$ cat config.mk
export PLATFORM = sky130hd
export DESIGN_NAME = wb_stage
export DESIGN_NICKNAME = d
export VERILOG_FILES = /design/src/source/lsu_pkg.sv /design/src/source/wb_stage.sv
export SDC_FILE = /design/constraint.sdc
export NUM_CORES = 1
export LEC_CHECK = 0
export BUFFER_PORTS_ARGS = -buffer_cell sky130_fd_sc_hd__buf_4
export CAP_MARGIN = 20
export CORE_UTILIZATION = 40
export CTS_CLUSTER_SIZE = 8
export DETAILED_ROUTE_END_ITERATION = 10
export HOLD_SLACK_MARGIN = 0.06
export PLACE_DENSITY = 0.81
export SETUP_SLACK_MARGIN = 0.1
export SLEW_MARGIN = 10
export SYNTH_ARGS = -nofsm -noshare
export SYNTH_HDL_FRONTEND = slang
export SYNTH_SLANG_ARGS = --single-unit
$ cat constraint.sdc
create_clock -name clk -period 1.6 [get_ports clk]
set_clock_uncertainty 0.05 [all_clocks]
set_input_delay 0.08 -clock clk [delete_from_list [all_inputs] [get_ports clk]]
set_output_delay 0.08 -clock clk [all_outputs]
set_load 0.02 [all_outputs]
$ cat src/source/lsu_pkg.sv
// Load/store unit shared definitions
package lsu_pkg;

  // Data and address width.
  localparam int XLEN = 64;
  // Register index width.
  localparam int REG_W = 5;

  // Major opcodes.
  localparam logic [6:0] OPC_LOAD  = 7'b0000011;
  localparam logic [6:0] OPC_STORE = 7'b0100011;

  typedef logic [2:0] funct3_t;
  typedef logic [XLEN-1:0] xlen_t;

  // Access size codes; stores use the first four only.
  localparam funct3_t F3_B  = 3'b000;
  localparam funct3_t F3_H  = 3'b001;
  localparam funct3_t F3_W  = 3'b010;
  localparam funct3_t F3_D  = 3'b011;
  localparam funct3_t F3_BU = 3'b100;
  localparam funct3_t F3_HU = 3'b101;
  localparam funct3_t F3_WU = 3'b110;

  // I-type layout, used by loads.
  typedef struct packed {
    logic [11:0]      imm;
    logic [REG_W-1:0] rs1;
    funct3_t          funct3;
    logic [REG_W-1:0] rd;
    logic [6:0]       opcode;
  } insn_i_t;

  // S-type layout, used by stores.
  typedef struct packed {
    logic [6:0]       imm_hi;
    logic [REG_W-1:0] rs2;
    logic [REG_W-1:0] rs1;
    funct3_t          funct3;
    logic [4:0]       imm_lo;
    logic [6:0]       opcode;
  } insn_s_t;

  // One instruction word seen in either form.
  typedef union packed {
    insn_i_t i;
    insn_s_t s;
  } insn_u;

endpackage

$ cat src/source/wb_stage.sv
// Writeback stage
module wb_stage (
  input  logic                      clk,
  input  logic                      rst,
  input  logic                      i_req,
  output logic                      o_ack,
  input  lsu_pkg::xlen_t            i_rdata,
  input  logic [lsu_pkg::REG_W-1:0] i_rd,
  output logic                      o_req,
  input  logic                      i_ack,
  output lsu_pkg::xlen_t            o_data,
  output logic [lsu_pkg::REG_W-1:0] o_rd
);
  import lsu_pkg::*;

  logic accept;

  assign o_ack  = !o_req || i_ack;
  assign accept = i_req && o_ack;

  always_ff @(posedge clk) begin
    if (rst) begin
      o_req <= 1'b0;
    end else if (accept) begin
      o_req <= 1'b1;
    end else if (i_ack) begin
      o_req <= 1'b0;
    end
  end

  // Held stable until the consumer acknowledges.
  always_ff @(posedge clk) begin
    if (accept) begin
      o_data <= xlen_t'(i_rdata);
      o_rd   <= i_rd;
    end
  end

endmodule

* After elaboration in Yosys (flattened, before gate mapping)
Index checks and enable logic that the tools add are counted.
Operators by class: $mul 0, multiplexer cells 2, $add $sub $neg 0, reductions and logical operators 4, shift operators 0, div/mod/pow operators 0, bitwise logic cells 0, order comparisons 0, eq/ne operators 0
Operators with widths (number):
- 1-bit two-way mux | 2
- 2-bit nonzero test | 1
- 1-bit logical AND | 1
- 1-bit logical NOT | 1
- 1-bit logical OR | 1
Word-level totals: bits in latches 0, memories kept 0, register bits after elaboration 70, output and inout bits 71, memory bits (writable) 0, bits in read-only memories 0

* Logic depth before layout (Yosys ltp)
Gate-level depths: netlist of run 1.
depth in word-level cells 4, mapped depth 2, mapped depth without buffers 2

* Worst setup path after synthesis of run 1
No wires, ideal clock.
kind reg2reg, from register o_req, to register o_data[0], enable pin, cell stages (with the launch flop) 3, period minus slack after synthesis 1.547 ns, path slack 0.053 ns, library setup time 0.378 ns, path buffers 0, arrival time 1.119 ns, cell sequence dfxtp_1 > nand2b_4 > and2_4
On the way: cells in the longest elaborated chain, start to end 3
RTL lines:
- start, declared | RTL line wb_stage.sv:9 | output logic o_req,
- start signal, assigned | RTL line wb_stage.sv:23 | o_req <= 1'b0;
- start signal, assigned | RTL line wb_stage.sv:25 | o_req <= 1'b1;
- start signal, assigned | RTL line wb_stage.sv:27 | o_req <= 1'b0;
- 1-bit logical NOT | RTL line wb_stage.sv:18 | assign o_ack = !o_req || i_ack;
- 1-bit logical OR | RTL line wb_stage.sv:18
- via o_ack | RTL line wb_stage.sv:6 | output logic o_ack,
- 1-bit logical AND | RTL line wb_stage.sv:19 | assign accept = i_req && o_ack;
- via accept | RTL line wb_stage.sv:16 | logic accept;
- end signal, assigned | RTL line wb_stage.sv:34 | o_data <= xlen_t'(i_rdata);
- end, declared | RTL line wb_stage.sv:11 | output lsu_pkg::xlen_t o_data,
The timed path passes the listed nets, and every way through them passes these cells. A chain may end at the register's enable or synchronous reset.

* Worst setup path after layout of run 1
from register o_req, to register o_data[10], enable pin
On the way: cells in the longest elaborated chain, start to end 3
RTL lines (RTL line):
- 1-bit logical NOT | wb_stage.sv:18
- 1-bit logical OR | wb_stage.sv:18
- 1-bit logical AND | wb_stage.sv:19
- via accept | wb_stage.sv:16
The timed path passes the listed nets, and every way through them passes these cells.

==> results.md, run 1 <==
* Outcome: finished clean
* Post-CTS sizing at 0
* I/O pin cnt at 144
* Yosys cell types at 6
* Comb power frac at 15.4%
* Largest net degree at the start of global routing at 51
* Syn Nets at 147
* DRC at 0
* Worst slew pin tran at 0.2704 ns
* CTS tree: yes
* Root cell of the clock tree: clkbuf_8
* Post-layout min period at 1.253 ns
* TNS Setup at 0 ns
* Die Ht at 74.92 um
* Hold depth at 3
* Placeable Area at 0.005107 sq mm
* Max transition margin at 81.97%
* Vias in the first global route at 1,745
* CP required at 1.56 ns
* Seq/Total Area, Yosys at 98.35%
* Maxcap violations at 0
* Setup violators final at 0
* Antenna cells at 0
* RR Endpoint: o_data[10]$_DFFE_PP_
* Initial antenna violation count at 0
* Ys Warns at 0
* Syn Inst Count at 74
* Nets@finish at 374
* Routed wire length per instance at 16.47 um
* Top post-synthesis cells by area: edfxtp_1, dfxtp_1, nand2b_4
* Clk Latency, worst-skew pair at 0.33 ns
* Crit-path slowest cell: dfxtp_2
* Crit-path cells: nand2b_4 -> and2_4 -> buf_12
* Worst IR drop on VDD at 0.0008703 V
* Synth top area share at 97.41%
* Setup crit end kind: flip-flop
* Chip Width at 74.92 um
* Power Density at 983.7 mW/mm^2
* Final period util at 78.31%
* P_leak at 0.001789 uW
* Hold slack at 0.3550 ns
* # rows at 26
* CTS buffer count at 9
* First-pass GRT wire length at 8.631 mm
* Hold Violations, Final at 0
* Synth area leader: edfxtp_1
* Hold endpoint: o_data[36]$_DFFE_PP_
* Initial core utilization at 41.65%
* Hold Startpoint: i_req
* Gr usage total at 23.19%
* R2R depth at 3
* Synthesis-stage register bit count at 70
* Maximum operating frequency at 0.7981 GHz
* Critical Path Start Type: flip-flop
* RSZ-0062 raised after global routing: false
* R2R Setup Slk at 0.35 ns
* GPL Wtd Cong at 0.7512
* Via density at 4.354
* HP Class: input pin to flip-flop
* TritonCTS Sinks at 70
* Buffers and inverters on the worst path at 1
* Htree depth at 3
* Crit Path Category: flip-flop to flip-flop
* Share of cells above drive strength 1 at 52.94%
* Max Buffers Root-to-Sink at 2
* Full die area at 0.005613 sq mm
* CP peak stage delay at 0.35 ns
* DRT Wirelength at 6.193 mm
* Post-DRT Antenna Nets at 0
* 1st-pass router iterations at 4
* Sw frac at 22.62%
* Int Pwr at 3203 uW
* Clock slew at the register clock pins of the worst setup and hold paths at 0.07 ns
* Grt total ovfl at 0
* Synthesis-to-layout area growth at 97.82%
* Clock power frac at 32.0%
* Mapped Avg Cell Area at 28.74 sq um
* Final setup margin at 0.3471 ns
* Syn Std Cell Area at 0.002127 sq mm
* Largest delay contributor family on the critical path: flip-flops
* Dpl ws at 0.3964 ns
* CP max FO at 50
* Vias at 1,637
* DRT iter0 DRCs at 56
* I/O Buffers at 143
* Crit path DAT at 1.21 ns
* Critical R2R Launch: o_req$_SDFFE_PP0P_
* Max-slew violations at 0
* Sw power at 936.5 uW
* Sequential power share at 52.6%
## routing by layer
| metal | up-vias | share of wire [%] | routed length, um | track usage (%) |
|---|---|---|---|---|
| met2 | 104 | 56 | 3472 | 41.84 |
| met4 | 0 | 1.1 | 71 | 11.53 |
| met3 | 8 | 7.6 | 470 | 8.701 |
| li1 | 749 | - | - | - |
| met1 | 776 | 35 | 2178 | 23.42 |
| met5 | - | 0 | 0 | 0 |
## per-stage QoR
stage	instance area [sq um]	utilization [%]	total power, uW	std cells
6_report	4208	82.39	4139	376
5_1_grt	4208	82.39	4294	376
4_1_cts	4208	82.39	4134	376
3_5_place_dp	3317	64.94	2700	289
3_3_place_gp	3317	64.94	2688	289
2_1_floorplan	2128	-	2388	74
## timing repair
action,CTS,global route
setup buffers,0,0
endpoints found under the hold margin,70,0
hold buffers,71,0
## area by class of cell
cell class	instances	area, sq um
Sequential cell	70	2093
Clock buffer	10	127.6
Timing Repair Buffer	216	1812
Fill cell	263	899.6
Tap cell	70	87.58
Inverter	1	3.754
Clock inverter	6	52.55
Multi-Input combinational cell	3	31.28
## worst max path at each step
| stage | startpoint | to | slack (ns) | cells past startpoint |
|---|---|---|---|---|
| after floorplan | o_req$_SDFFE_PP0P_ | o_data[0]$_DFFE_PP_ | 0.11 | 2 |
| after global placement | o_req$_SDFFE_PP0P_ | o_rd[2]$_DFFE_PP_ | 0.43 | 3 |
| after detailed placement | o_req$_SDFFE_PP0P_ | o_rd[2]$_DFFE_PP_ | 0.40 | 3 |
| after CTS | o_req$_SDFFE_PP0P_ | o_data[60]$_DFFE_PP_ | 0.38 | 3 |
| after global routing | o_req$_SDFFE_PP0P_ | o_req$_SDFFE_PP0P_ | 0.32 | 3 |
| final | o_req$_SDFFE_PP0P_ | o_data[10]$_DFFE_PP_ | 0.35 | 3 |
## kinds of logic (layout without fill, tap and decap cells)
kind of cell	after synthesis	count (layout)	share of synthesized area [%]
AOI/OAI and AO/OA	1	1	0.4118
buffers and inverters	1	233	0.1763
DFF	70	70	98.35
and+or+nand+nor	2	2	1.059
## power by group through the flow
stage / combinational, uW / clock [uW] / sequential (uW)
after global routing: 671 / 1440 / 2190
after CTS: 628 / 1330 / 2170
after floorplan: 39.7 / 0 / 2350
after global placement: 480 / 0 / 2210
after detailed placement: 488 / 0 / 2210
final: 638 / 1320 / 2180
## synth_stat cells, drive strengths merged
master / instances
edfxtp: 69
a21oi: 1
and2: 1
dfxtp: 1
inv: 1
nand2b: 1
## flip-flops by register name, indices dropped and copies added (netlist names)
signal / flops
o_req: 1
o_data: 64
o_rd: 5
## cell usage in the layout, fill, tap and decap left out
master / count
inv_1: 1
dlygate4sd3_1: 71
buf_4: 144
clkbuf_1: 1
clkinv_1: 2
bufinv_16: 1
dfxtp_2: 1
edfxtp_1: 69
a21oi_2: 1
and2_4: 1
clkbuf_8: 9
nand2b_4: 1
buf_12: 1
clkinv_2: 3
## worst register-to-register path: cells and delay by family (launching register included)
kind                   cells  cell delay [ns]
AND/OR/NAND/NOR            2             0.25
flip-flops                 1             0.35
buffers and inverters      1             0.27
Note: power is estimated with default switching activity, not from simulation.
==> run 2: changes to the inputs <==
ABC_AREA = 1   (was unset)
CORE_UTILIZATION = 36   (was 40)
PLACE_DENSITY = 0.78   (was 0.81)
clock period = 1.1 ns   (was 1.6 ns; I/O delays follow)
==> results.md, run 2 <==
* Most common flop cell mapped by yosys: edfxtp_1
* Finished Layout Cells at 382
* Synthesis-to-layout area growth at 116.6%
* Simple-gate share of the synthesized area at 0.2952%
* GPL Wtd Cong at 0.7497
* Seq/Total Area, Yosys at 98.70%
* CP peak stage delay at 0.36 ns
* DRT Wirelength at 8.911 mm
* Failing checks: hold timing, setup timing
* Int Pwr at 5043 uW
* Ys async rst share at 0%
* Gr usage total at 25.51%
* Most common cell after layout, fill and taps aside: buf_4
* Most flop-heavy register: o_data
* Sequential cell area at 0.002096 sq mm
* Worst path depth at 3
* Power Density at 1456 mW/mm^2
* Worst IR drop on VDD at 0.001477 V
* Outcome: finished, violations left
* Most frequent cells in the layout: buf_4, dlygate4sd3_1, edfxtp_1, buf_6, clkbuf_8
* # rows at 27
* Max reg flops at 64
* Via density at 4.657
* Max Buffers Root-to-Sink at 2
* Sequential power share at 48.1%
* Post-layout min period at 1.205 ns
* CP max FO at 16
* Placed cells at 293
* Crit path DAT at 1.21 ns
* Share of cells above drive strength 1 at 54.52%
* First-pass GRT wire length at 10.78 mm
* Largest net degree at the start of global routing at 38
* Placeable Area at 0.005574 sq mm
* Hold-fix buffers, CTS at 70
* TritonCTS Sinks at 70
* RSZ-0062 raised after global routing: true
* Vias in the first global route at 1,915
* Ys Warns at 0
* Maxcap violations at 0
* Post-DRT Antenna Nets at 0
* Crit-path slowest cell: dfxtp_4
* Max-slew violations at 0
* Multi-input gate area at 36.28 sq um
* Max transition margin at 88.23%
* Chip Width at 78.73 um
* Adder-cell share of the synthesized area at 0%
* Full die area at 0.006198 sq mm
* Final setup margin at -0.1050 ns
* Mux contribution to synthesized area at 0%
* Comb power frac at 16.7%
* Most common cell in the netlist: edfxtp_1
* Initial antenna violation count at 0
* Maximum operating frequency at 0.8299 GHz
* Initial core utilization at 38.02%
* Hold slack at -0.03393 ns
* Syn Nets at 148
* Final period util at 109.5%
* DRC at 0
* Vias at 1,779
* Buffers and inverters on the worst path at 2
* Worst slew pin tran at 0.1764 ns
* HP Class: input pin to flip-flop
* Syn Std Cell Area at 0.002120 sq mm
* Clock power frac at 35.3%
* Synth top area share at 97.76%
* Setup violators final at 70
* Grt total ovfl at 0
* CTS tree: yes
* Clk Latency, worst-skew pair at 0.34 ns
* Htree depth at 3
* Final Core Density at 82.36%
* Largest delay contributor family on the critical path: flip-flops
* DRT iter0 DRCs at 82
* R2R depth at 3
* I/O pin cnt at 144
* Top post-synthesis cells by area: edfxtp_1, dfxtp_1, a21oi_2
* Synth Area in Compound Gates at 0.6494%
* Setup crit end kind: flip-flop
* Syn Inst Count at 75
* Hold depth at 4
* Clock slew at the register clock pins of the worst setup and hold paths at 0.08 ns
* CP required at 1.11 ns
* Hold Violations, Final at 1
* CTS buffer count at 9
* P_leak at 0.001925 uW
* Antenna cells at 0
* Critical Path Start Type: flip-flop
* Sw power at 1640 uW
* 1st-pass router iterations at 4
* Synth Area in XOR/XNOR at 0%
* Sw frac at 24.53%
* Crit Path Category: flip-flop to flip-flop
* Largest family of logic cells by synthesized area: compound AO/OA/AOI/OAI gates
* Synthesis-stage register bit count at 70
* Die Ht at 78.73 um
* Nets@finish at 378
* Layout fillers at 255
* Synth area leader: edfxtp_1
* Root cell of the clock tree: clkbuf_8
* EDFF count, synth at 69
* Mapped Avg Cell Area at 28.26 sq um
* Routed wire length per instance at 23.33 um
* Yosys cell types at 7
* Crit-path cells: a21oi_4 -> buf_12 -> clkbuf_16
* Biggest regs: o_data (64), o_rd (5), o_req (1)
* I/O Buffers at 143
==> run 2: changes by cell type in the layout (fill, tap and decap cells not counted), moves of 2 or more <==
cell and delta:
clkbuf_16 +2, buf_4 -66, buf_12 +2, buf_6 +66, clkinv_4 +2, clkinv_2 -3
==> run 2: per-stage QoR <==
stage               total power, uW  area, sq um  worst slack, ns  TNS [ns]
floorplan                      3478         2135          -0.9229    -63.68
global placement               3928         3346         -0.02723    -1.206
detailed placement             3945         3346         -0.04211    -2.197
CTS                            6447         4363         -0.04895    -2.632
global route                   6859         4591          -0.1231    -7.644
finish                         6682         4591          -0.1050    -6.252
==> run 2: metal layers <==
metal	wire length, um	track usage (%)
met1	3402	28.28
met2	4534	43.65
met3	710	9.655
met4	263	11.11
met5	0	0
==> run 2: layout make-up <==
class / instances / share of cell area, %
clock buffer: 9 / 2.698
inverter: 2 / 0.1635
timing repair buffer: 219 / 46.61
tap: 72 / 1.962
multi-input combinational: 3 / 0.7904
clock inverter: 7 / 2.126
sequential: 70 / 45.65
==> run 2: repair_timing <==
item | 4_1_cts | 5_1_grt
pin swaps | 0 | 1
gates cloned | 0 | 2
buffers inserted | 0 | 1
setup endpoints to repair | 93 | 135
hold endpoints to repair | 70 | 1
resized for setup | 25 | 42
==> run 2: path summary, 6_finish.rpt <==
kind / start / end / slack (ns)
max: o_req$_SDFFE_PP0P_ / o_data[15]$_DFFE_PP_ / -0.10
max reg2reg: o_req$_SDFFE_PP0P_ / o_data[15]$_DFFE_PP_ / -0.10
min reg2reg: o_req$_SDFFE_PP0P_ / o_req$_SDFFE_PP0P_ / 0.62
min: i_ack / o_req$_SDFFE_PP0P_ / -0.03
==> run 2: tightest hold or removal path, delay by kind of cell <==
family | cells | cell delay [ns]
compound gates | 1 | 0.05
simple gates | 1 | 0.07
buf+inv | 2 | 0.15
==> run 2: power by group through the flow <==
stage	registers, uW	clock network [uW]	logic, uW
global route	3220	2490	1150
global placement	3210	0	718
detailed placement	3220	0	730
finish	3210	2360	1110
CTS	3170	2310	968
floorplan	3420	0	58.3
==> run 2: cell families after synthesis <==
| logic type | Yosys count |
|---|---|
| buffers and inverters | 2 |
| DFF | 70 |
| and+or+nand+nor | 1 |
| AOI/OAI and AO/OA | 2 |
